`src/pm_video_pkg.sv`:
```
// Shared panel, raster and frame buffer sizes plus vector types for the LCD video path
package pm_video_pkg;

    ////////////////////////////////////////////////////////////////////////////
    // Vector types
    ////////////////////////////////////////////////////////////////////////////

    // One LCD column byte, eight vertical pixels, bit 0 on top
    typedef logic [7:0] column_t;
    typedef logic [9:0] fb_addr_t;
    typedef logic [1:0] bank_idx_t;
    typedef logic [7:0] scan_pos_t;
    typedef logic [2:0] row_bit_t;
    typedef logic [5:0] contrast_t;
    typedef logic [7:0] luma_t;

    ////////////////////////////////////////////////////////////////////////////
    // Panel and frame buffer
    ////////////////////////////////////////////////////////////////////////////

    localparam int LCD_XSIZE = 96;
    localparam int LCD_ROWS  = 8;
    localparam int FB_DEPTH  = LCD_XSIZE * LCD_ROWS;
    localparam int FB_BANKS  = 4;

    ////////////////////////////////////////////////////////////////////////////
    // Video raster
    ////////////////////////////////////////////////////////////////////////////

    localparam int H_TOTAL        = 140;
    localparam int V_TOTAL        = 119;
    localparam int H_ACTIVE_START = 16;
    localparam int V_ACTIVE_START = 32;

    // Horizontal sync window in pixels, vertical sync edges in lines
    localparam int HS_START = 120;
    localparam int HS_END   = 136;
    localparam int VS_START = 1;
    localparam int VS_END   = 4;

    localparam int PIX_CE_DIV    = 4;
    localparam int CONTRAST_FULL = 32;

endpackage

```
`src/lcd_column_capture.sv`:
```
// Accepts the LCD column byte stream and turns it into frame buffer writes over four banks
`timescale 1ns/1ps

module lcd_column_capture
(
    input  logic                   clk_sys,
    input  logic                   reset,
    input  logic                   col_valid,
    input  pm_video_pkg::column_t  col_data,
    output logic                   col_ready,
    output logic                   wr_en,
    output pm_video_pkg::bank_idx_t wr_bank,
    output pm_video_pkg::fb_addr_t wr_addr,
    output pm_video_pkg::column_t  wr_data
);

    localparam pm_video_pkg::fb_addr_t LAST_ADDR =
        pm_video_pkg::fb_addr_t'(pm_video_pkg::FB_DEPTH - 1);

    // Half-rate accept with ready on every other clock
    logic                    accept_phase;
    logic                    transfer;
    pm_video_pkg::fb_addr_t  addr_q;
    pm_video_pkg::bank_idx_t bank_q;

    assign col_ready = accept_phase;
    assign transfer  = col_valid & accept_phase;

    assign wr_en   = transfer;
    assign wr_bank = bank_q;
    assign wr_addr = addr_q;
    assign wr_data = col_data;

    always_ff @(posedge clk_sys)
    begin
        if (reset)
        begin
            accept_phase <= 1'b0;
            addr_q       <= '0;
            bank_q       <= '0;
        end
        else
        begin
            accept_phase <= ~accept_phase;

            if (transfer)
            begin
                // Frame done so the next one goes to the following bank (oldest frame)
                if (addr_q == LAST_ADDR)
                begin
                    addr_q <= '0;
                    bank_q <= bank_q + pm_video_pkg::bank_idx_t'(1);
                end
                else
                begin
                    addr_q <= addr_q + pm_video_pkg::fb_addr_t'(1);
                end
            end
        end
    end

endmodule

```
`config.mk`:
```
export PLATFORM = sky130hd
export DESIGN_NAME = lcd_column_capture
export DESIGN_NICKNAME = d
export VERILOG_FILES = /design/src/pm_video_pkg.sv /design/src/lcd_column_capture.sv
export SDC_FILE = /design/constraint.sdc
export NUM_CORES = 1
export LEC_CHECK = 0
export BUFFER_PORTS_ARGS = -buffer_cell sky130_fd_sc_hd__buf_4
export CORE_UTILIZATION = 42
export DETAILED_ROUTE_END_ITERATION = 6
export PLACE_DENSITY = 0.76
export SLEW_MARGIN = 10
export SYNTH_ARGS = -nofsm -noshare
export SYNTH_HDL_FRONTEND = slang
export SYNTH_SLANG_ARGS = --single-unit
```
`constraint.sdc`:
```
create_clock -name clk_sys -period 1.55 [get_ports clk_sys]
set_input_delay 0.31 -clock clk_sys [delete_from_list [all_inputs] [get_ports clk_sys]]
set_output_delay 0.31 -clock clk_sys [all_outputs]
set_load 0.03 [all_outputs]
```
Word-level counts from Yosys, hierarchy flattened
Cells that the tools add are included.

cells by class
  add/sub/neg operators = 2
  equal/unequal tests = 1
  mux-type cells = 1
  bitwise gates (word level) = 2
  reduce and logical (&&, ||, !) cells = 1

operators with widths
  cell                                                             count
  10-bit by 1-bit adder with 10-bit output, second input constant  1
  10-bit == test, second input constant                            1
  10-bit 2-to-1 mux                                                1
  2-bit by 1-bit adder with 2-bit output, second input constant    1
  2-bit AND reduction                                              1
  1-bit bitwise AND                                                1
  1-bit inverter                                                   1

storage, ports and cells
  register bits after elaboration = 13
  output and inout port bits = 22

Depth between registers and ports, before layout
  word-level depth = 2
  depth in mapped cells = 5
  mapped depth without buffers = 5

Worst setup path before layout
OpenSTA, ideal clock, no wires.

  path kind = register to register
  start point = register addr_q[0], in the netlist wr_addr[0]
  end point = register bank_q[1], in the netlist wr_bank[1]
  library setup time = 70 ps
  arrival time = 1616 ps
  required time = 1480 ps
  setup slack = -136 ps
  stages on the path, launching flop included = 6
  path buffers = 0
  clock period less this slack = 1686 ps
  path through = dfxtp_1 ha_1 and4_1 nand4_1 or3_1 a21oi_1

on the way
  longest elaborated chain between the ends = 2

ends and longest elaborated chain
  item                           RTL line                  text
  start: declaration             lcd_column_capture.sv:23  pm_video_pkg::fb_addr_t addr_q;
  start signal: assignment       lcd_column_capture.sv:56  addr_q <= addr_q + pm_video_pkg::fb_addr_t'(1);
  10-bit == test                 lcd_column_capture.sv:49  if (addr_q == LAST_ADDR)
  2-bit AND reduction (no line)  n/a
  end signal: assignment         lcd_column_capture.sv:52  bank_q <= bank_q + pm_video_pkg::bank_idx_t'(1);
  end: declaration               lcd_column_capture.sv:24  pm_video_pkg::bank_idx_t bank_q;

No other way between the ends.
A chain may end at the register's enable or synchronous reset.

Worst setup path after layout
  start point = register addr_q[1], in the netlist wr_addr[1]
  end point = register addr_q[5], in the netlist wr_addr[5]

on the way
  longest elaborated chain between the ends = 2
  elaborated cells between the ends (all ways) = 3

ends and longest elaborated chain
  item                                                                               RTL line
  10-bit by 1-bit adder with 10-bit output / 10-bit == test (equally long branches)  lcd_column_capture.sv:56, lcd_column_capture.sv:49
  10-bit 2-to-1 mux (*)                                                              lcd_column_capture.sv:49

Every way passes the cells marked *; elsewhere a longest branch is shown, timed or not.

==> run metrics <==
RSZ-0062 raised after global routing=no; WS Path Type=flip-flop to flip-flop; Most used DFF post-synth=dfxtp_1; outcome=finished, final reports clean; clk_skew=0.002710 ns; Initial Util=46.53%; Seq/Total Area, Yosys=41.94%; Overflow after GRT=0; vias in the first global route=452; CP Capture Type=flip-flop; Fmax=692.9 MHz; Post-synth top cells=dfxtp_1 (13), nor2_1 (9), buf_4 (8), xor2_1 (6); Mapped Area=620.6 sq um; CP Buf/Inv Count=0; gr busiest metal=met2; DRT iter0 DRCs=14; Final ANT Viol Nets=0; worst-path cell chain=ha_4, and4_4, nand4_1, or2b_1, nor2_1; All-Layer GR Usage=19.52%; Slew Viols, Final=0; I/O pin cnt=33; Post-synth EDFFs=0; peak fanout along the critical path=7; largest area contributor in the netlist=dfxtp_1; Mapped Avg Cell Area=8.866 sq um; grt met2 use=27.78%; DP Area=730.7 sq um; Fill cells=126; synthesis-to-layout area growth=26.01%; latest clock arrival within the worst-skew pair=0.28 ns; most area-consuming cells after synthesis=dfxtp_1 (42%), buf_4 (9.7%), xor2_1 (8.5%); post-synth top area share=41.94%; vias=532; switching power=0.1505 mW; maxcap violations=0; # rows=13; Multi-input gate area=306.5 sq um; final wirelength=1.313 mm; relative slew slack=79.42%; Inserted Diodes=0; vias per inst=5.267; CP Launch Type=flip-flop; antenna violations before repair=0; Post-synth ARST share=0%; min cycle time layout=1.443 ns; H-tree depth=1; Net Sw Frac=24.75%; Seq cells post-synth=13; CTS buffer count=3; final HPWL from detailed placement=938.8 um; critical path's largest stage delay=0.38 ns; Pre-Repair DR Iteration Count=4; final hold vios=0; sequential cell area=269.0 sq um; CTS sink count=13; first-pass GRT wire length=1.973 mm; Vert. Die Dim=40.44 um; Worst-Margin Slew=0.3049 ns; synth warn=0; nets=99; worst hold path class=input port to flip-flop; delay-heaviest family, CP=simple AND/OR/NAND/NOR gates; Comb power frac=7.7%; largest net degree at the start of global routing=8; slowest CP cell=dfxtp_4; DRC Markers=0; P_leak=0.3214 nW; Final Cell Area=782.0 sq um; WL per Instance=13.00 um; worst endpoint data arrival time=1.61 ns; Internal Power=0.4575 mW; most frequent cell after synthesis=dfxtp_1; cell count after synthesis=70; Finished Core Util=58.63%; CP Data Required Time=1.72 ns; share of layout cells above drive strength 1=38.37%; grt met1 use=22.00%; period utilization=93.11%; Pwr Density=777.5 nW/um^2; Core ar.=1334 sq um; die area=1635 sq um; Setup Viol. Count Final=0; Post-Syn Nets=82; Flop pwr share=56.5%; Clock Pin Slew Worst Setup and Hold Paths=0.08 ns; clock buffer depth=2; root buf cell=clkbuf_4; GP Congestion=0.7969; die width=40.44 um; Port Buffers=16; CTS tree=done; Yosys cell types=23; # hold bufs at CTS=0; maximum VDD drop=0.5707 mV; Fin Setup TNS=0 ns; met3 capacity usage during global routing=7.778%; power share of the clock group=35.8%
-- power groups by stage --
stage                     combinational (mW)  clock (mW)  sequential [mW]
after detailed placement              0.0420           0            0.352
final                                 0.0469       0.218            0.343
after floorplan                       0.0534           0            0.360
after CTS                             0.0421       0.223            0.344
after global placement                0.0406           0            0.352
after global routing                  0.0503       0.237            0.344
-- cell type report --
class | instances | share of cell area (%)
multi-input cells | 47 | 39.20
flip-flops and latches | 13 | 34.40
repair buffers | 21 | 20.16
clock buffers | 4 | 3.360
well taps | 15 | 2.400
inverters | 1 | 0.4800
-- final timing paths --
| path | start | to | slack (ns) | cells past startpoint |
|---|---|---|---|---|
| max | wr_addr[1]$_SDFFE_PP0N_ | wr_addr[5]$_SDFFE_PP0N_ | 0.11 | 5 |
| max reg2reg | wr_addr[1]$_SDFFE_PP0N_ | wr_addr[5]$_SDFFE_PP0N_ | 0.11 | 5 |
| min | reset | col_ready$_SDFF_PP0_ | 0.23 | 2 |
| min reg2reg | col_ready$_SDFF_PP0_ | col_ready$_SDFF_PP0_ | 0.44 | 1 |
-- metrics by stage --
step	hold slack, ns	power (mW)	setup slack [ns]	cells
after floorplan	0.3693	0.4137	-0.005568	70
final	0.2293	0.6080	0.1068	101
after global placement	0.4284	0.3924	0.1365	96
after global routing	0.2209	0.6320	0.0009331	101
after detailed placement	0.4303	0.3941	0.06361	96
after CTS	0.2284	0.6097	0.05063	100
-- repair_timing --
| action | in CTS | in global routing |
|---|---|---|
| gates resized for setup | 0 | 4 |
| setup buffers | 0 | 1 |
| setup endpoints to repair | 0 | 8 |
-- sequential cells by signal, summed over array words and instances (netlist names) --
name and cells:
col_ready 1, wr_addr 10, wr_bank 2
-- kinds of logic after synthesis --
| family | Yosys count | share of synthesized area, % |
|---|---|---|
| XOR/XNOR | 8 | 11.29 |
| flip-flops | 13 | 41.94 |
| adder cells (fa/ha/maj) | 1 | 2.016 |
| AND/OR/NAND/NOR | 30 | 26.62 |
| buffers and inverters | 10 | 11.09 |
| AO/OA/AOI/OAI | 8 | 7.056 |
-- cells in the final DEF, fill, tap and decap left out, types with 2 or more instances in the layout --
cell type | Yosys | routed
nor2_1 | 9 | 9
and4_4 | 1 | 2
nand4_1 | 3 | 3
o21ai_0 | 3 | 3
clkbuf_4 | 0 | 3
xnor2_1 | 2 | 2
dfxtp_1 | 13 | 8
nand3_1 | 4 | 4
or3_1 | 2 | 2
a21oi_1 | 4 | 4
buf_4 | 8 | 21
nand2_1 | 3 | 3
xor2_1 | 6 | 6
dfxtp_2 | 0 | 4
-- per-layer routing --
| layer | vias up | routed length (um) |
|---|---|---|
| met1 | 245 | 598 |
| met4 | 0 | 23 |
| met3 | 4 | 79 |
| met2 | 18 | 611 |
| met5 | - | 0 |
| li1 | 265 | - |
-- worst reg2reg max path: stages, from the launching register on --
cell,delay [ns]
dfxtp_4,0.38
ha_4,0.14
and4_4,0.22
nand4_1,0.14
or2b_1,0.35
nor2_1,0.10
Power figures use the tool's default switching activity.
