File: src/pm_video_pkg.sv
// Shared panel, raster and frame buffer sizes plus vector types for the LCD video path
package pm_video_pkg;

    ////////////////////////////////////////////////////////////////////////////
    // Vector types
    ////////////////////////////////////////////////////////////////////////////

    // One LCD column byte, eight vertical pixels, bit 0 on top
    typedef logic [7:0] column_t;
    typedef logic [9:0] fb_addr_t;
    typedef logic [1:0] bank_idx_t;
    typedef logic [7:0] scan_pos_t;
    typedef logic [2:0] row_bit_t;
    typedef logic [5:0] contrast_t;
    typedef logic [7:0] luma_t;

    ////////////////////////////////////////////////////////////////////////////
    // Panel and frame buffer
    ////////////////////////////////////////////////////////////////////////////

    localparam int LCD_XSIZE = 96;
    localparam int LCD_ROWS  = 8;
    localparam int FB_DEPTH  = LCD_XSIZE * LCD_ROWS;
    localparam int FB_BANKS  = 4;

    ////////////////////////////////////////////////////////////////////////////
    // Video raster
    ////////////////////////////////////////////////////////////////////////////

    localparam int H_TOTAL        = 140;
    localparam int V_TOTAL        = 119;
    localparam int H_ACTIVE_START = 16;
    localparam int V_ACTIVE_START = 32;

    // Horizontal sync window in pixels, vertical sync edges in lines
    localparam int HS_START = 120;
    localparam int HS_END   = 136;
    localparam int VS_START = 1;
    localparam int VS_END   = 4;

    localparam int PIX_CE_DIV    = 4;
    localparam int CONTRAST_FULL = 32;

endpackage

File: src/grey_shade_mixer.sv
// Blends the four stored frames into one grey level scaled by contrast, with aligned syncs
`timescale 1ns/1ps

module grey_shade_mixer
(
    input  logic                   clk_sys,
    input  logic                   reset,
    input  logic                   pix_ce,
    input  pm_video_pkg::row_bit_t row_bit,
    input  logic                   active,
    input  logic                   hs,
    input  logic                   vs,
    input  pm_video_pkg::contrast_t contrast,
    input  pm_video_pkg::column_t  rd_data_0,
    input  pm_video_pkg::column_t  rd_data_1,
    input  pm_video_pkg::column_t  rd_data_2,
    input  pm_video_pkg::column_t  rd_data_3,
    output pm_video_pkg::luma_t    video_luma,
    output logic                   video_de,
    output logic                   video_hs,
    output logic                   video_vs
);

    pm_video_pkg::luma_t lit_level;
    logic [9:0]          shade_sum;
    pm_video_pkg::luma_t grey;

    // A cleared bit is a dark (lit) LCD pixel
    function automatic logic [9:0] lit_term(
        input pm_video_pkg::column_t  col,
        input pm_video_pkg::row_bit_t bit_sel,
        input pm_video_pkg::luma_t    level
    );
        lit_term = col[bit_sel] ? 10'd0 : {2'b00, level};
    endfunction

    assign lit_level = (contrast >= pm_video_pkg::contrast_t'(pm_video_pkg::CONTRAST_FULL)) ?
                       8'd255 : {contrast[4:0], 3'b000};

    assign shade_sum = lit_term(rd_data_0, row_bit, lit_level) +
                       lit_term(rd_data_1, row_bit, lit_level) +
                       lit_term(rd_data_2, row_bit, lit_level) +
                       lit_term(rd_data_3, row_bit, lit_level);

    // Average over the four frames
    assign grey = active ? shade_sum[9:2] : '0;

    always_ff @(posedge clk_sys)
    begin
        if (reset)
        begin
            video_luma <= '0;
            video_de   <= 1'b0;
            video_hs   <= 1'b0;
            video_vs   <= 1'b0;
        end
        else if (pix_ce)
        begin
            video_luma <= grey;
            video_de   <= active;
            video_hs   <= hs;
            video_vs   <= vs;
        end
    end

endmodule

File: config.mk
export PLATFORM = sky130hd
export DESIGN_NAME = grey_shade_mixer
export DESIGN_NICKNAME = d
export VERILOG_FILES = /design/src/pm_video_pkg.sv /design/src/grey_shade_mixer.sv
export SDC_FILE = /design/constraint.sdc
export NUM_CORES = 1
export LEC_CHECK = 0
export BUFFER_PORTS_ARGS = -buffer_cell sky130_fd_sc_hd__buf_2
export CORE_MARGIN = 10
export CORE_UTILIZATION = 45
export DETAILED_ROUTE_END_ITERATION = 12
export PLACE_DENSITY = 0.81
export RECOVER_POWER = 100
export SLEW_MARGIN = 0
export SYNTH_ARGS = -nofsm -noshare
export SYNTH_HDL_FRONTEND = slang
export SYNTH_SLANG_ARGS = --single-unit
File: constraint.sdc
create_clock -name clk_sys -period 4.85 [get_ports clk_sys]
set_input_delay 0.7275 -clock clk_sys [delete_from_list [all_inputs] [get_ports clk_sys]]
set_output_delay 0.7275 -clock clk_sys [all_outputs]
set_load 0.02 [all_outputs]
== Word-level counts from Yosys, hierarchy flattened ==
Index checks and enable logic that the tools add are counted.
Storage, ports and cells
  logic and storage cells: 23
  output and inout port bits: 11
  register bits: 11
  input port bits: 47
Operators by class
  add/subtract/negate cells: 3
  multiplexer cells: 14
  $lt $le $gt $ge: 2
Operator list (number)
  8-bit two-way mux: 6
  1-bit binary-select mux with 3-bit select: 4
  10-bit by 8-bit adder with 10-bit output: 1
  9-bit by 8-bit adder with 10-bit output: 1
  8-bit by 8-bit adder with 9-bit output: 1
  6-bit >= comparator (second input constant): 1
  3-bit by 4-bit less-than comparator with 1-bit output (second input constant): 1
  1-bit two-way mux: 4

== Logic depth before layout (Yosys ltp) ==
  depth in word-level cells: 7
  depth in mapped cells: 14
  gate-level depth less buffers: 13

== Worst setup path after synthesis ==
No wires, ideal clock.
  path type: input to register
  start point: input port row_bit[0]
  end point: register video_luma[5]
  path slack: 586 ps
  data arrival time: 4190 ps
  stages: 14
  required time: 4776 ps
  buffers on the path: 1
  library setup time: 74 ps
  path through: buf_6 mux4_1 mux2_2 nor2_1 fa_1 xor2_1 ha_1 and3_1 fa_1 a21o_1 a21oi_1 nor2b_1 o221a_2 o21ai_0
Between the ends
  word-level cells in the longest chain between the ends: 7
  elaborated cells on any way between the ends: 16
  classes of those cells: 3 x add/sub; 13 x mux
Ends and longest elaborated chain
  start: declaration: RTL line grey_shade_mixer.sv:9  | input pm_video_pkg::row_bit_t row_bit,
  1-bit binary-select mux with 3-bit select: RTL line grey_shade_mixer.sv:34  | lit_term = col[bit_sel] ? 10'd0 : {2'b00, level};
  1-bit two-way mux (not written as such): RTL line grey_shade_mixer.sv:34
  8-bit two-way mux: RTL line grey_shade_mixer.sv:34
  8-bit by 8-bit adder with 9-bit output: RTL line grey_shade_mixer.sv:40  | assign shade_sum = lit_term(rd_data_0, row_bit, lit_level) +
  9-bit by 8-bit adder with 10-bit output: RTL line grey_shade_mixer.sv:41  | lit_term(rd_data_1, row_bit, lit_level) +
  10-bit by 8-bit adder with 10-bit output (*): RTL line grey_shade_mixer.sv:42  | lit_term(rd_data_2, row_bit, lit_level) +
  8-bit two-way mux (*): RTL line grey_shade_mixer.sv:46  | assign grey = active ? shade_sum[9:2] : '0;
  end signal: assignment: RTL line grey_shade_mixer.sv:59  | video_luma <= grey;
  end: declaration: RTL line grey_shade_mixer.sv:18  | output pm_video_pkg::luma_t video_luma,
Mark *: on every way between the ends. The rest lies on a longest branch, timed or not. The select of a mux whose other input is x is not followed.
A chain may end at the register's enable or synchronous reset.

== Final worst setup path ==
  start point: input port row_bit[0]
  end point: register video_luma[6]
Same word-level chain as after synthesis.

==> flow_metrics.py <==
metrics = {
    "finish": {
        "post-route-util": 0.576,
        "fin_nets": 286,
        "fillers": 320,
        "drive_gt1_frac": 0.271,
        "area_delta_synth_final_pct": 22.0,
        "fin_cells": 262,
        "stdcell_area_um2": 1770,
        "antennaDiodeCount": 0,
    },
    "routing": {
        "vias": 1381,
        "wl_per_cell_um": 13.4,
        "routed_via_density": 5.27,
        "route.detailed.drc": 0,
        "ant_nets": 0,
        "drt-initial-drc-count": 46,
        "wl_um": 3500,
        "dr.pass1.iters": 4,
    },
    "sta": {
        "fmax_ghz": 0.227,
        "rsz0062_at_grt": "no",
        "slew_headroom": 0.669,
        "finClkSkew_ns": 0,
        "final-setup-viol-count": 0,
        "fin_hold_ws_ns": 0.457,
        "worstMarginPinSlew_ns": 0.496,
        "fin_crit_sh": 0.910,
        "tns_ns": 0,
        "drv_slew": 0,
        "finalHoldViolations": 0,
        "min_period_ns": 4.41,
    },
    "clock_tree": {
        "clock-sinks": 11,
        "htreeDepth": 1,
        "clk_latency_ns": 0.26,
        "clockRootBuffer": "clkbuf_4",
        "cts_tree": "done",
        "cts-buffers-inserted": 3,
        "hold_buffers": 0,
        "postCtsSetupRepairBufs": 0,
        "ctsLongestPathBuffers": 2,
        "path_clk_slew_ns": 0.07,
        "post_cts_resized": 0,
    },
    "floorplan": {
        "start_util": 0.472,
        "row_count": 20,
        "io_pins": 58,
        "die_area_um2": 5900,
        "chipHeight_um": 76.8,
        "fp.coreArea_um2": 3080,
        "die_width_um": 76.8,
    },
    "grt": {
        "grt_overflow": 0,
        "antenna_found_initial": 0,
        "grt_max_degree": 18,
        "grt_use_total": 0.120,
        "grt_pass1_vias": 1454,
        "grt_pass1_wl_um": 6040,
    },
    "worst_hold_path": {
        "whs_endpoint": "video_luma[2]",
        "hold_depth": 2,
        "hold_class": "reg -> reg",
        "hold_path_startpoint": "video_luma[2]",
    },
    "power": {
        "p_seq_frac": 0.178,
        "irDropWorstVdd_v": 0.000144,
        "clockPowerShare": 0.095,
        "power.share.combinational": 0.728,
        "p_sw_frac": 0.461,
        "p_leak_uw": 0.000869,
        "power_per_cell_area_nw_per_um2": 367,
        "p_sw_uw": 300,
        "p_int_uw": 350,
    },
    "yosys": {
        "synth_nets": 230,
        "synth_commonest_cells": "26 x nor2_1, 18 x inv_1, 11 x dfxtp_1, 11 x fa_1, 9 x ha_1",
        "syn_avg_cell_area_um2": 8.91,
        "synthCells": 163,
        "seq_area_frac_synth": 0.152,
        "synth_area_um2": 1450,
        "synth_ff_type": "dfxtp_1",
        "synth_seq_cells": 11,
        "synth_top_cell_area_share": 0.152,
        "synth-edff-count": 0,
        "yosys-top-cells-area": "dfxtp_1 15%, fa_1 15%, ha_1 7.8%",
        "synth_warnings": 0,
        "yosysTopAreaCell": "dfxtp_1",
        "async_flop_share": 0,
        "synth.distinct_cells": 38,
        "synth_most_common_cell": "nor2_1",
    },
    "status": {
        "status": "complete, no violations",
    },
    "setup_path": {
        "end_kind": "flop",
        "crit_type": "in -> reg",
        "timing.rr.end": "video_luma[7]",
        "rrSetupSlack_ns": 4.02,
        "timing.rr.start": "video_luma[7]",
        "cp_max_fo": 8,
        "cp.arrival_ns": 4.63,
        "r2r_cells": 4,
        "critPathLaunchType": "input pin",
        "required_ns": 5.06,
    },
    "placement": {
        "dp_cells": 258,
        "portBuffers": 57,
        "place_area_um2": 1760,
        "hpwlAfterDp_um": 3070,
        "globalplace.congestion": 0.851,
    },
    "flow_run": {
        "cap_violations": 0,
    },
}
## routing by layer
layer  GRT usage  share of wire  up-vias
li1            -              -      685
met1       0.121           0.39      655
met2       0.228           0.54       39
met3      0.0373          0.068        2
met4      0.0335         0.0083        0
met5           0              0        -
## registers in the layout (all words and copies together), names as in the netlist
register    flops
video_luma      8
video_hs        1
video_vs        1
video_de        1
## per-stage QoR
stage                     total power (µW)  worst slack [ns]
after floorplan                        489             0.586
after global placement                 588             0.324
after detailed placement               600             0.250
after CTS                              664             0.512
after global routing                   731             0.167
final                                  650             0.437
## worst max-delay path by stage
stage / start / endpoint / cells after the start
after detailed placement: row_bit[0] / video_luma[5] / 14
after global placement: row_bit[0] / video_luma[5] / 14
after CTS: row_bit[0] / video_luma[6] / 14
final: row_bit[0] / video_luma[6] / 14
after global routing: row_bit[0] / video_luma[6] / 14
after floorplan: row_bit[0] / video_luma[5] / 14
## final cells by class
type | instances | area (µm²) | share of cell area
Clock buffer | 4 | 26.3 | 0.0148
Inverter | 18 | 67.6 | 0.0381
Multi-Input combinational cell | 128 | 1130 | 0.639
Sequential cell | 11 | 220 | 0.124
Tap cell | 44 | 55.1 | 0.0311
Timing Repair Buffer | 57 | 270 | 0.153
## power by group through the flow
stage	sequential (µW)	combinational, µW	clock [µW]
detailed placement	117	483	0
floorplan	138	351	0
CTS	115	486	63.7
global route	118	544	69.2
finish	116	473	61.5
global placement	117	471	0
## critical path, cell delays in order
cell	delay, ns
buf_2	0.22
mux4_1	0.57
mux2_1	0.40
nor2_1	0.17
fa_1	0.47
xor2_1	0.17
ha_1	0.19
a21o_1	0.20
ha_1	0.35
a211oi_1	0.32
o21ai_0	0.18
a2111oi_0	0.45
mux2i_1	0.13
nand3_1	0.08
## logic make-up after synthesis
kind of cell | share of synthesized area
AOI/OAI and AO/OA | 0.150
xor gates and xnor gates | 0.0362
adders and majority gates | 0.229
buffers and inverters | 0.0689
DFF | 0.152
muxes | 0.191
and+or+nand+nor | 0.173
## placed cells by master, fill, tap and decap left out, types with 2 or more instances in the layout
master,instances
inv_1,18
mux2i_1,3
xor2_1,5
o21ai_0,10
fa_1,11
a211oi_1,2
a21o_1,4
ha_1,9
buf_2,45
o21a_1,2
mux4_1,3
o21bai_1,3
a21oi_1,7
nor2_1,26
nand2b_1,5
a31oi_1,2
or2_2,2
and3_1,3
mux2_2,2
clkbuf_1,13
mux4_2,5
clkbuf_4,3
nand2_1,5
dfxtp_1,11
nand3_1,7
No activity file was read; power rests on OpenSTA's default activity.
