<file path="src/pm_video_pkg.sv">
// Shared panel, raster and frame buffer sizes plus vector types for the LCD video path
package pm_video_pkg;

    ////////////////////////////////////////////////////////////////////////////
    // Vector types
    ////////////////////////////////////////////////////////////////////////////

    // One LCD column byte, eight vertical pixels, bit 0 on top
    typedef logic [7:0] column_t;
    typedef logic [9:0] fb_addr_t;
    typedef logic [1:0] bank_idx_t;
    typedef logic [7:0] scan_pos_t;
    typedef logic [2:0] row_bit_t;
    typedef logic [5:0] contrast_t;
    typedef logic [7:0] luma_t;

    ////////////////////////////////////////////////////////////////////////////
    // Panel and frame buffer
    ////////////////////////////////////////////////////////////////////////////

    localparam int LCD_XSIZE = 96;
    localparam int LCD_ROWS  = 8;
    localparam int FB_DEPTH  = LCD_XSIZE * LCD_ROWS;
    localparam int FB_BANKS  = 4;

    ////////////////////////////////////////////////////////////////////////////
    // Video raster
    ////////////////////////////////////////////////////////////////////////////

    localparam int H_TOTAL        = 140;
    localparam int V_TOTAL        = 119;
    localparam int H_ACTIVE_START = 16;
    localparam int V_ACTIVE_START = 32;

    // Horizontal sync window in pixels, vertical sync edges in lines
    localparam int HS_START = 120;
    localparam int HS_END   = 136;
    localparam int VS_START = 1;
    localparam int VS_END   = 4;

    localparam int PIX_CE_DIV    = 4;
    localparam int CONTRAST_FULL = 32;

endpackage

</file>
<file path="src/lcd_scan_timing.sv">
// Pixel enable, raster counters, syncs and frame buffer read address for the 140x119 raster
`timescale 1ns/1ps

module lcd_scan_timing
(
    input  logic                   clk_sys,
    input  logic                   reset,
    output logic                   pix_ce,
    output pm_video_pkg::fb_addr_t rd_addr,
    output pm_video_pkg::row_bit_t row_bit,
    output logic                   active,
    output logic                   hs,
    output logic                   vs
);

    localparam int CE_W         = $clog2(pm_video_pkg::PIX_CE_DIV);
    localparam int H_ACTIVE_END = pm_video_pkg::H_ACTIVE_START + pm_video_pkg::LCD_XSIZE;
    localparam int V_ACTIVE_END = pm_video_pkg::V_ACTIVE_START + pm_video_pkg::LCD_ROWS * 8;

    localparam pm_video_pkg::scan_pos_t H_LAST = pm_video_pkg::scan_pos_t'(pm_video_pkg::H_TOTAL - 1);
    localparam pm_video_pkg::scan_pos_t V_LAST = pm_video_pkg::scan_pos_t'(pm_video_pkg::V_TOTAL - 1);
    localparam pm_video_pkg::scan_pos_t X_LAST = pm_video_pkg::scan_pos_t'(pm_video_pkg::LCD_XSIZE - 1);
    localparam pm_video_pkg::scan_pos_t Y_LAST = pm_video_pkg::scan_pos_t'(pm_video_pkg::LCD_ROWS * 8 - 1);

    logic [CE_W-1:0]        ce_div;
    pm_video_pkg::scan_pos_t hpos;
    pm_video_pkg::scan_pos_t vpos;
    pm_video_pkg::scan_pos_t xpos;
    pm_video_pkg::scan_pos_t ypos;
    logic                   h_act;
    logic                   v_act;

    ////////////////////////////////////////////////////////////////////////////
    // Pixel enable
    ////////////////////////////////////////////////////////////////////////////

    assign pix_ce = (ce_div == CE_W'(pm_video_pkg::PIX_CE_DIV - 1));

    always_ff @(posedge clk_sys)
    begin
        if (reset)
            ce_div <= '0;
        else if (pix_ce)
            ce_div <= '0;
        else
            ce_div <= ce_div + CE_W'(1);
    end

    ////////////////////////////////////////////////////////////////////////////
    // Raster and panel counters
    ////////////////////////////////////////////////////////////////////////////

    always_ff @(posedge clk_sys)
    begin
        if (reset)
        begin
            hpos <= '0;
            vpos <= '0;
            xpos <= '0;
            ypos <= '0;
        end
        else if (pix_ce)
        begin
            if (hpos == H_LAST)
            begin
                hpos <= '0;
                vpos <= (vpos == V_LAST) ? '0 : vpos + 8'd1;
                // Panel line advances only after a line that was shown
                if (v_act)
                    ypos <= (ypos == Y_LAST) ? '0 : ypos + 8'd1;
            end
            else
            begin
                hpos <= hpos + 8'd1;
            end

            if (h_act && v_act)
                xpos <= (xpos == X_LAST) ? '0 : xpos + 8'd1;
        end
    end

    ////////////////////////////////////////////////////////////////////////////
    // Window, syncs and read address
    ////////////////////////////////////////////////////////////////////////////

    assign h_act  = (hpos >= 8'(pm_video_pkg::H_ACTIVE_START)) && (hpos < 8'(H_ACTIVE_END));
    assign v_act  = (vpos >= 8'(pm_video_pkg::V_ACTIVE_START)) && (vpos < 8'(V_ACTIVE_END));
    assign active = h_act & v_act;

    assign hs = (hpos >= 8'(pm_video_pkg::HS_START)) && (hpos < 8'(pm_video_pkg::HS_END));

    // Vertical sync edges fall at the horizontal sync start of their lines
    assign vs = ((vpos > 8'(pm_video_pkg::VS_START)) ||
                 ((vpos == 8'(pm_video_pkg::VS_START)) && (hpos >= 8'(pm_video_pkg::HS_START)))) &&
                ((vpos < 8'(pm_video_pkg::VS_END)) ||
                 ((vpos == 8'(pm_video_pkg::VS_END)) && (hpos < 8'(pm_video_pkg::HS_START))));

    assign rd_addr = pm_video_pkg::fb_addr_t'(ypos >> 3) *
                     pm_video_pkg::fb_addr_t'(pm_video_pkg::LCD_XSIZE) +
                     pm_video_pkg::fb_addr_t'(xpos);
    assign row_bit = ypos[2:0];

endmodule

</file>
<file path="config.mk">
export PLATFORM = sky130hd
export DESIGN_NAME = lcd_scan_timing
export DESIGN_NICKNAME = d
export VERILOG_FILES = /design/src/pm_video_pkg.sv /design/src/lcd_scan_timing.sv
export SDC_FILE = /design/constraint.sdc
export NUM_CORES = 1
export LEC_CHECK = 0
export BUFFER_PORTS_ARGS = -buffer_cell sky130_fd_sc_hd__buf_2
export CAP_MARGIN = 20
export CORE_AREA = 2 2 104 76
export CTS_CLUSTER_DIAMETER = 100
export DETAILED_ROUTE_END_ITERATION = 10
export DIE_AREA = 0 0 106 78
export PLACE_DENSITY = 0.46
export SLEW_MARGIN = 30
export SYNTH_ARGS = -nofsm -noshare
export SYNTH_HDL_FRONTEND = slang
export SYNTH_SLANG_ARGS = --single-unit
</file>
<file path="constraint.sdc">
create_clock -name clk_sys -period 3 [get_ports clk_sys]
set_input_delay 0.45 -clock clk_sys [delete_from_list [all_inputs] [get_ports clk_sys]]
set_output_delay 0.45 -clock clk_sys [all_outputs]
set_load 0.05 [all_outputs]
</file>
* Word level (Yosys, flattened, before mapping) *
Cells that the tools add are included.

storage, ports and cells
  bits in registers = 34
  input port bits = 2
  output and inout port bits = 17
  logic and storage cells = 46

cells by class
  add/subtract/negate cells = 6
  multipliers = 1
  $lt $le $gt $ge = 9
  equal/unequal tests = 7
  muxes and demuxes = 4
  bitwise gates (word level) = 1
  reduce and logical (&&, ||, !) cells = 13

operators by type and width
  cell                                                        count
  adder 8 x 1 -> 8 bit, second input constant                 4
  2-to-1 mux 8 bit                                            4
  less-than comparator 8 x 7 -> 1 bit, second input constant  3
  == test 8 x 7 -> 1 bit, second input constant               2
  adder 10 x 8 -> 10 bit                                      1
  == test 8 x 1 -> 1 bit, second input constant               1
  == test 8 x 3 -> 1 bit, second input constant               1
  == test 8 x 6 -> 1 bit, second input constant               1
  == test 8 bit, second input constant                        1
  >= comparator 8 x 5 -> 1 bit, second input constant         1
  >= comparator 8 x 6 -> 1 bit, second input constant         1
  >= comparator 8 x 7 -> 1 bit, second input constant         1
  > comparator 8 x 1 -> 1 bit, second input constant          1
  less-than comparator 8 x 3 -> 1 bit, second input constant  1
  less-than comparator 8 bit, second input constant           1
  logical AND 1 bit                                           7
  multiplier 5 x 2 -> 5 bit, second input constant            1
  AND reduction 2 bit                                         2
  AND reduction 3 bit                                         1
  adder 2 x 1 -> 2 bit, second input constant                 1
  == test 2 bit, second input constant                        1
  logical OR 1 bit                                            2
  OR reduction 2 bit                                          1
  bitwise AND 1 bit                                           1

* Depth between registers and ports, before layout *
Gate-level depths: netlist of run 1.

  word-level depth = 4
  depth in mapped cells = 7

* Worst setup path after synthesis of run 1 *
Ideal clock, no wire load.

  kind = reg-to-output
  from = reg ypos[4]
  to = out rd_addr[9]
  arrival time = 2,553 ps
  path slack = -3 ps
  stages on the path, launching flop included = 8
  buffers on the path = 0
  cells stage by stage = dfxtp_1 > ha_1 > fa_1 > ha_1 > a21oi_1 > nor2_1 > xor2_1 > xnor2_1

on the way
  cells in the longest elaborated chain, start to end = 2

ends and longest elaborated chain
  element                    RTL line               text
  start, declared            lcd_scan_timing.sv:29  pm_video_pkg::scan_pos_t ypos;
  start signal, assigned     lcd_scan_timing.sv:70  ypos <= (ypos == Y_LAST) ? '0 : ypos + 8'd1;
  multiplier 5 x 2 -> 5 bit  lcd_scan_timing.sv:98  assign rd_addr = pm_video_pkg::fb_addr_t'(ypos >> 3) *
  adder 10 x 8 -> 10 bit     lcd_scan_timing.sv:99  pm_video_pkg::fb_addr_t'(pm_video_pkg::LCD_XSIZE) +
  end, declared              lcd_scan_timing.sv:9   output pm_video_pkg::fb_addr_t rd_addr,

No other way between the ends.

* Worst setup path after layout of run 1 *
Ends and elaborated chain as after synthesis.

==> results of run 1 <==
## placed cells by master, fill, tap and decap left out, drive strengths merged, types with 3 or more instances in the layout
master and instances:
nor4 4, clkbuf 7, nor3 9, nor3b 4
xnor2 13, o21ai 5, inv 10, a31o 3
nand2b 5, buf 20, dfxtp 34, nand3 11
mux2i 6, or4 4, ha 17, nand4 9
xor2 5, a311oi 3, nand2 8, nor2 29
nor2b 5, a21oi 11, mux2 3
## metrics by stage
stage / power, uW / instance area, sq um / setup slack (ns) / std cells
2_1_floorplan: 493.2 / 2135 / 0.1701 / 245
3_3_place_gp: 502.2 / 2261 / 0.2506 / 345
3_5_place_dp: 502.5 / 2261 / 0.1858 / 345
4_1_cts: 859.7 / 2359 / 0.01962 / 353
5_1_grt: 884.3 / 2372 / 0.03558 / 353
6_report: 845.9 / 2372 / 0.1555 / 353
## kinds of logic after synthesis
family	Yosys count
buffers and inverters	28
flip-flops	34
adder cells (fa/ha/maj)	19
XOR/XNOR	18
multiplexers	9
AND/OR/NAND/NOR	100
AO/OA/AOI/OAI	37
## per-layer routing
metal / track usage (%) / vias up / wire (um)
met3: 3.445 / 2 / 255
met4: 2.368 / 0 / 18
met2: 16.45 / 41 / 1788
met1: 17.47 / 806 / 2439
li1: - / 899 / -
met5: 0 / - / 0
## repair_timing
| action | CTS | global route |
|---|---|---|
| setup endpoints to repair | 1 | 1 |
| endpoints found under the hold margin | 0 | 0 |
| pin swaps | 1 | 1 |
| resized for setup | 3 | 2 |
| buffers inserted | 0 | 0 |
## power groups by stage
stage / Combinational, uW / Sequential, uW / Clock, uW
floorplan: 24.9 / 468 / 0
global placement: 33.3 / 469 / 0
detailed placement: 33.4 / 469 / 0
CTS: 33.5 / 458 / 368
global route: 37.8 / 459 / 387
finish: 32.9 / 458 / 355
## state kept, by name, summed over array words and instances (netlist names)
register / cells
ce_div: 2
hpos: 8
vpos: 8
xpos: 8
ypos: 8
## final cells by class
cell class | instances | area [sq um] | area share, %
inverters | 10 | 37.54 | 1.582
flip-flops and latches | 34 | 681.9 | 28.74
repair buffers | 20 | 111.4 | 4.694
multi-input cells | 183 | 1328 | 55.96
clock inverters | 1 | 5.005 | 0.2110
well taps | 98 | 122.6 | 5.169
clock buffers | 7 | 86.33 | 3.639
## worst paths after layout
path | slack [ns] | endpoint
worst max-delay path | 0.16 | rd_addr[9]
worst min-delay path | 0.43 | ce_div[0]
worst max register to register | 0.76 | vpos[5]
worst min register to register | 0.43 | ce_div[0]
==> metrics.md, run 1 <==
| Metric | Value |
|---|---|
| Status | completed |
| Synth Area in Compound Gates | 12.06% |
| IO Pins | 19 |
| GP Congestion | 0.7571 |
| Hold Buf Count CTS | 0 |
| Clock Tree Root | clkbuf_8 |
| Synth Warn # | 0 |
| Worst slew pin tran | 0.6669 ns |
| WS Path Type | flip-flop to primary output |
| Largest family of logic cells by synthesized area | simple AND/OR/NAND/NOR gates |
| Top delay family on crit path | adder cells |
| #FFs+latches synth | 34 |
| Top_reg_cell synth | dfxtp_1 |
| Max incr delay on CP | 0.44 ns |
| Height of the die | 78 um |
| Syn_nets | 266 |
| Clk_lat worst skew | 0.28 ns |
| Switching power | 194.6 uW |
| Wire per inst | 12.75 um |
| Vias | 1748 |
| Vias in the first global route | 1562 |
| FMAX | 0.3516 GHz |
| Antenna violations before repair | 0 |
| Sink Count | 34 |
| Layout cell share with drive strength beyond 1 | 15.69% |
| Global Route Usage Sum | 11.70% |
| WP buf/inv | 1 |
| Max Slew Vio Count | 0 |
| Mux contribution to synthesized area | 4.412% |
| Xor/xnor share of the synthesized area | 7.412% |
| Register share of total power | 54.2% |
| Share of synthesized flip-flops with an asynchronous set or reset | 0% |
| Starting Density | 29.59% |
| Crit path launch | ypos[4] |
| Max Clock Skew | 0.009557 ns |
| Crit path time final | 2.844 ns |
| Worst-case clock buffer depth | 2 |
| Routed vias/inst | 4.952 |
| Pin count of the biggest net entering global routing | 35 |
| Final hold viol count | 0 |
| Slowest cell on crit path | fa_1 |
| Commonest cells post-synth | dfxtp_1, nor2_1, ha_1 |
| Post-synth top area share | 32.00% |
| Hold_sp | ce_div[0] |
| Final setup viols | 0 |
| P&R area growth vs syn | 11.53% |
| Dpl hpwl | 3.250 mm |
| Placeable Area | 7189 sq um |
| First-pass GRT wire length | 7.824 mm |
| Synthesized cell area | 2127 sq um |
| Mean Syn Cell Area | 8.682 sq um |
| Mapped Cells | 245 |
| RR Startpoint | hpos[3] |
| Clk slew on worst S/H paths | 0.07 ns |
| Most frequent cell after synthesis | dfxtp_1 |
| Clk network pwr share | 41.9% |
| Hold depth | 1 |
| Leakage power | 0.0009397 uW |
| Final ANT Viol Nets | 0 |
| Crit end category | primary output |
| Worst Reg2Reg Path Length in Cells | 4 |
| Total die area | 8268 sq um |
| Critical path arrival | 2.39 ns |
| IO Port Bufs | 18 |
| Crit Path Max Fanout | 5 |
| Cell taking the most area after synthesis | dfxtp_1 |
| Synth Area in Simple Gates | 25.71% |
| Final Net Count | 275 |
| Switching Fraction | 23.00% |
| # rows | 26 |
| RSZ-0062 raised after global routing | false |
| Clock buffer count from CTS | 5 |
| TritonCTS clock tree | done |
| Logic gate share of total power | 3.9% |
| ANT cells | 0 |
| Pre-antenna DRT Iters | 5 |
| Tcrit/Tclk final | 94.82% |
| Post-synth cell types | 50 |
| Worst Path Required | 2.55 ns |
| Crit path depth | 8 |
| Internal power | 651.4 uW |
| Routed WL | 4.502 mm |
| Rel. slew slack | 55.44% |
| Peak supply drop | 0.1465 mV |
| Hold Path Class | flip-flop to flip-flop |
| Worst setup SP type | flip-flop |
| Layout Utilization | 33.00% |
| Power Dens Cells | 356.6 nW/um^2 |
| Post-route setup TNS | 0 ns |
| Die width | 106 um |
| Post-synth EDFFs | 0 |
| H-tree depth | 2 |
| GRT Residual Overflow | 0 |
| DRC viols | 0 |
| DRT iter0 DRCs | 65 |
| FILL cells | 791 |
| Post-synthesis adder-cell area fraction | 11.88% |
| Worst path cell trace | ha_4, fa_1, ha_1, a21oi_1, nor2_1, xor2_1, xnor2_2, buf_6 |
| MaxCap Viol Count | 0 |
| Dominant cells by area after synthesis | dfxtp_1, ha_1, xnor2_1, nor2_1, mux2i_1 |
| Register area share after synthesis | 32.00% |
| WHS | 0.4320 ns |
Note: power is estimated with default switching activity, not from simulation.
==> run 2: changes to the inputs <==
--- a/config.mk
+++ b/config.mk
@@ -11,7 +11,7 @@
 export CTS_CLUSTER_DIAMETER = 100
 export DETAILED_ROUTE_END_ITERATION = 10
 export DIE_AREA = 0 0 106 78
-export PLACE_DENSITY = 0.46
+export PLACE_DENSITY_LB_ADDON = 0.08
 export SLEW_MARGIN = 30
 export SYNTH_ARGS = -nofsm -noshare
 export SYNTH_HDL_FRONTEND = slang
==> constraint.sdc (replaced) <==
create_clock -name clk_sys -period 3 [get_ports clk_sys]
set_input_delay 0.6 -clock clk_sys [delete_from_list [all_inputs] [get_ports clk_sys]]
set_output_delay 0.6 -clock clk_sys [all_outputs]
set_load 0.05 [all_outputs]
==> run 2 against run 1 <==
  * Worst hold slack is essentially flat
  * Critical endpoint unchanged
  * Setup slack lost 0.060 ns
  * Critical path depth is the same
  * Count of clock-buffer cells in the layout shrank 2
  * Register-to-register slack lost 0.02 ns
==> metrics.md, run 2 (synthesis results as in run 1) <==
| Metric | Value |
|---|---|
| Hold depth | 1 |
| Total power | 819.8 uW |
| GP Congestion | 0.7114 |
| Starting Density | 29.59% |
| Internal power | 621.8 uW |
| Global Route Usage Sum | 11.96% |
| Commonest non-fill, non-tap cell in the layout | dfxtp_1 |
| DP Worst Slack | 0.2107 ns |
| Layout cell share with drive strength beyond 1 | 18.29% |
| Commonest cells after routing, fill and taps aside | dfxtp_1, nor2_1, buf_2 |
| # rows | 26 |
| Height of the die | 78 um |
| Clock buffer count from CTS | 5 |
| Hold Buf Count CTS | 0 |
| Crit path depth | 8 |
| Crit Path Max Fanout | 2 |
| Crit path launch | ypos[3] |
| Layout Utilization | 33.41% |
| Routed WL | 4.785 mm |
| DRC viols | 0 |
| RR Startpoint | hpos[3] |
| Vias | 1717 |
| Tcrit/Tclk final | 96.81% |
| Logic gate share of total power | 4.0% |
| Hold Path Class | flip-flop to flip-flop |
| Post-route setup TNS | 0 ns |
| Pin count of the biggest net entering global routing | 35 |
| Worst slew pin tran | 0.7341 ns |
| Switching Fraction | 24.15% |
| Final hold viol count | 0 |
| Max Clock Skew | 0.006723 ns |
| Final Net Count | 278 |
| GRT Residual Overflow | 0 |
| Peak supply drop | 0.1244 mV |
| Clk network pwr share | 40.1% |
| Critical path arrival | 2.30 ns |
| Status | completed |
| Placeable Area | 7189 sq um |
| FF-to-FF setup slack | 0.74 ns |
| Worst path cell trace | ha_4, fa_2, ha_4, a21oi_2, nor2_1, xor2_1, xnor2_2, buf_6 |
| Die width | 106 um |
| CP dominant cell by count | ha_4 |
| Top delay family on crit path | adder cells |
| IO Port Bufs | 18 |
| WP buf/inv | 1 |
| DRT iter0 DRCs | 81 |
| Final ANT Viol Nets | 0 |
| Worst Reg2Reg Path Length in Cells | 4 |
| Total die area | 8268 sq um |
| MaxCap Viol Count | 0 |
| Max incr delay on CP | 0.61 ns |
| Wire per inst | 13.48 um |
| Switching power | 198.0 uW |
| Clk slew on worst S/H paths | 0.07 ns |
| Crit end category | primary output |
| P&R area growth vs syn | 12.94% |
| TritonCTS clock tree | done |
| Pre-antenna DRT Iters | 4 |
| Dpl hpwl | 3.356 mm |
| Clock Tree Root | clkbuf_8 |
| Rel. slew slack | 50.95% |
| Clk_lat worst skew | 0.29 ns |
| Sink Count | 34 |
| IO Pins | 19 |
| First-pass GRT wire length | 7.693 mm |
| Slowest cell on crit path | fa_2 |
| Critical R2R Capture | vpos[5] |
| Worst-case clock buffer depth | 2 |
| Worst Path Required | 2.40 ns |
| Worst setup SP type | flip-flop |
| Worst setup margin | 0.09584 ns |
| ANT cells | 0 |
| FMAX | 0.3443 GHz |
| Register share of total power | 55.9% |
| Routed vias/inst | 4.837 |
| Final setup viols | 0 |
| Antenna violations before repair | 0 |
| Max Slew Vio Count | 0 |
| WS Path Type | flip-flop to primary output |
| H-tree depth | 2 |
| Leakage power | 0.0009459 uW |
| Vias in the first global route | 1545 |
| Critical Path End | rd_addr[9] |
| Crit path time final | 2.904 ns |
| RSZ-0062 raised after global routing | true |
| Power Dens Cells | 341.3 nW/um^2 |
==> run 2: cell types whose count changed in the layout (fill, tap and decap cells not counted), sizes merged <==
cell    previous run  this run
clkinv             1         2
clkbuf             7         5
buf               20        23
==> run 2: layout make-up <==
cell class              count  area [sq um]
fillers                   747          4787
clock buffers               5         68.82
repair buffers             23         133.9
inverters                  10         37.54
clock inverters             2         10.01
multi-input cells         183          1346
well taps                  98         122.6
flip-flops and latches     34         683.2
==> run 2: routing by layer <==
metal | vias to the layer above | global-route usage, % | wire length (um)
li1 | 893 | - | -
met1 | 797 | 16.73 | 2665
met2 | 19 | 17.29 | 1910
met3 | 8 | 3.277 | 138
met4 | 0 | 4.737 | 70
met5 | - | 0 | 0
==> run 2: through the flow <==
stage	area, sq um	hold WS [ns]	instances
after global routing	2402	0.4582	355
after floorplan	2135	0.4043	245
after detailed placement	2268	0.4175	346
after global placement	2268	0.4273	346
after CTS	2364	0.4342	354
final	2402	0.4323	355
==> run 2: worst register-to-register path, cell delays in order (launching register included) <==
cell,delay [ns]
dfxtp_1,0.47
or4b_1,0.64
or2_2,0.39
o21bai_1,0.46
o21ai_0,0.17
==> run 2: what timing repair did <==
item | 4_1_cts | 5_1_grt
hold endpoints to repair | 0 | 0
resized for setup | 3 | 6
setup endpoints to repair | 1 | 1
setup buffers | 1 | 1
pin swaps | 2 | 5
==> run 2: worst min-delay path by stage <==
| stage | slack [ns] | start | end |
|---|---|---|---|
| 2_1_floorplan | 0.40 | ce_div[0] | ce_div[0] |
| 3_3_place_gp | 0.43 | ce_div[0] | ce_div[0] |
| 3_5_place_dp | 0.42 | ce_div[0] | ce_div[0] |
| 4_1_cts | 0.43 | ce_div[0] | ce_div[0] |
| 5_1_grt | 0.46 | ce_div[0] | ce_div[0] |
| 6_report | 0.43 | ce_div[0] | ce_div[0] |
==> run 2: power by group through the flow <==
stage | Combinational (uW) | Sequential [uW] | Clock, uW
6_report | 32.8 | 458 | 329
3_5_place_dp | 33.5 | 469 | 0
5_1_grt | 37.7 | 459 | 362
2_1_floorplan | 24.9 | 468 | 0
4_1_cts | 33.5 | 458 | 344
3_3_place_gp | 33.5 | 469 | 0
==> run 3: changes to the inputs <==
--- a/config.mk
+++ b/config.mk
@@ -11,7 +11,9 @@
 export CTS_CLUSTER_DIAMETER = 100
 export DETAILED_ROUTE_END_ITERATION = 10
 export DIE_AREA = 0 0 106 78
+export HOLD_SLACK_MARGIN = 0.1
 export PLACE_DENSITY_LB_ADDON = 0.08
+export REMOVE_ABC_BUFFERS = 1
 export SLEW_MARGIN = 30
 export SYNTH_ARGS = -nofsm -noshare
 export SYNTH_HDL_FRONTEND = slang
==> run 3 against run 2 <==
  * Worst hold slack got worse by 0.0022 ns
  * Utilization decreased by 0.35 points
  * First-iteration DRC count decreased by 6.2%
  * Non-clock buffer count decreased by 2
  * Global-route usage about the same
  * Via count decreased by 0.93%
  * Sequential share of layout area increased by 0.30 points
  * Maximum frequency increased by 0.72%
  * Power decreased by 0.39%
  * Register-to-register slack about the same
  * Combinational power about the same
  * Final area decreased by 1.0%
  * Critical path type unchanged
  * Critical endpoint unchanged
  * Largest cell class unchanged
  * Largest power group unchanged
==> metrics.md, run 3 (synthesis results as in run 1) <==
| Metric | Value |
|---|---|
| Leakage power | 0.0009294 uW |
| Max Slew Vio Count | 0 |
| Tcrit/Tclk final | 96.11% |
| H-tree depth | 2 |
| Rel. slew slack | 54.59% |
| Crit Path Max Fanout | 4 |
| Peak supply drop | 0.1330 mV |
| Total power | 816.6 uW |
| P&R area growth vs syn | 11.76% |
| Max Clock Skew | 0.003097 ns |
| IO Port Bufs | 18 |
| Critical path arrival | 2.28 ns |
| Total die area | 8268 sq um |
| Global Route Usage Sum | 11.97% |
| MaxCap Viol Count | 0 |
| Commonest cells after routing, fill and taps aside | dfxtp_1, nor2_1, buf_2 |
| Vias | 1701 |
| WS Path Type | flip-flop to primary output |
| DRT iter0 DRCs | 76 |
| Hold Path Class | flip-flop to flip-flop |
| Post-CTS setup buffers | 0 |
| Wire per inst | 13.11 um |
| Height of the die | 78 um |
| Vias in the first global route | 1609 |
| Layout cell share with drive strength beyond 1 | 16.86% |
| Commonest non-fill, non-tap cell in the layout | dfxtp_1 |
| Crit path time final | 2.883 ns |
| ANT cells | 0 |
| Clock Tree Root | clkbuf_8 |
| Worst Path Required | 2.40 ns |
| # rows | 26 |
| Worst setup SP type | flip-flop |
| Layout Utilization | 33.07% |
| FMAX | 0.3468 GHz |
| Final setup viols | 0 |
| Routed vias/inst | 4.819 |
| Worst slew pin tran | 0.6797 ns |
| Routed WL | 4.628 mm |
| Crit end category | primary output |
| Sink Count | 34 |
| DRC viols | 0 |
| RSZ-0062 raised after global routing | false |
| Pre-antenna DRT Iters | 4 |
| TritonCTS clock tree | done |
| Clock buffer count from CTS | 5 |
| Status | completed |
| Placeable Area | 7189 sq um |
| Worst-case clock buffer depth | 2 |
| IO Pins | 19 |
| Pin count of the biggest net entering global routing | 35 |
| Dpl hpwl | 3.307 mm |
| Starting Density | 29.59% |
| Final Net Count | 276 |
| First-pass GRT wire length | 7.948 mm |
| Power Dens Cells | 343.5 nW/um^2 |
| GRT Residual Overflow | 0 |
| GP Congestion | 0.7536 |
| Final ANT Viol Nets | 0 |
| Clk_lat worst skew | 0.28 ns |
| Antenna violations before repair | 0 |
| Die width | 106 um |
| Final hold viol count | 0 |
| Clk slew on worst S/H paths | 0.07 ns |
run 3: timing repair:
action,in CTS,in global routing
hold buffers,0,0
endpoints found under the hold margin,0,0
gates resized for setup,2,6
endpoints found under the setup margin,1,1
pin swaps,0,2
run 3: final cells by class:
type,instances,area [sq um]
fill,783,4812
multi-input combinational,183,1336
sequential,34,683.2
tap,98,122.6
timing repair buffer,21,118.9
clock buffer,5,68.82
inverter,10,37.54
clock inverter,2,10.01
run 3: where the power goes:
group / internal [uW] / switching, uW / total (uW)
Clock: 156 / 170 / 326
Combinational: 10.2 / 22.4 / 32.6
Sequential: 456 / 2.71 / 458
Total: 622 / 195 / 817
run 3: critical path, stage by stage, from the launching register on:
cell	delay [ns]
dfxtp_2	0.34
ha_4	0.17
fa_1	0.49
ha_4	0.30
a21oi_2	0.05
nor2_1	0.11
xor2_1	0.18
xnor2_1	0.13
buf_4	0.21
run 3: path summary, 6_finish.rpt:
check / from / endpoint / slack, ns / cells past startpoint
worst max-delay path: ypos[4] / rd_addr[9] / 0.12 / 8
worst min-delay path: ce_div[0] / ce_div[0] / 0.43 / 1
worst max register to register: hpos[3] / vpos[5] / 0.73 / 4
worst min register to register: ce_div[0] / ce_div[0] / 0.43 / 1
run 3: per-layer routing:
metal / share of wire [%] / global-route usage [%]
met1: 57 / 18.02
met2: 39 / 16.58
met3: 3.4 / 3.277
met4: 0.78 / 2.895
met5: 0 / 0
run 3: through the flow:
step | worst slack [ns] | hold slack, ns | instances | setup TNS, ns | instance area (sq um)
after global placement | 0.2997 | 0.4247 | 346 | 0 | 2261
final | 0.1167 | 0.4301 | 353 | 0 | 2377
after detailed placement | 0.2656 | 0.4189 | 346 | 0 | 2261
after CTS | 0.02219 | 0.4343 | 353 | 0 | 2345
after floorplan | -0.1534 | 0.4003 | 227 | -0.1534 | 2026
after global routing | 0.01089 | 0.4472 | 353 | 0 | 2377
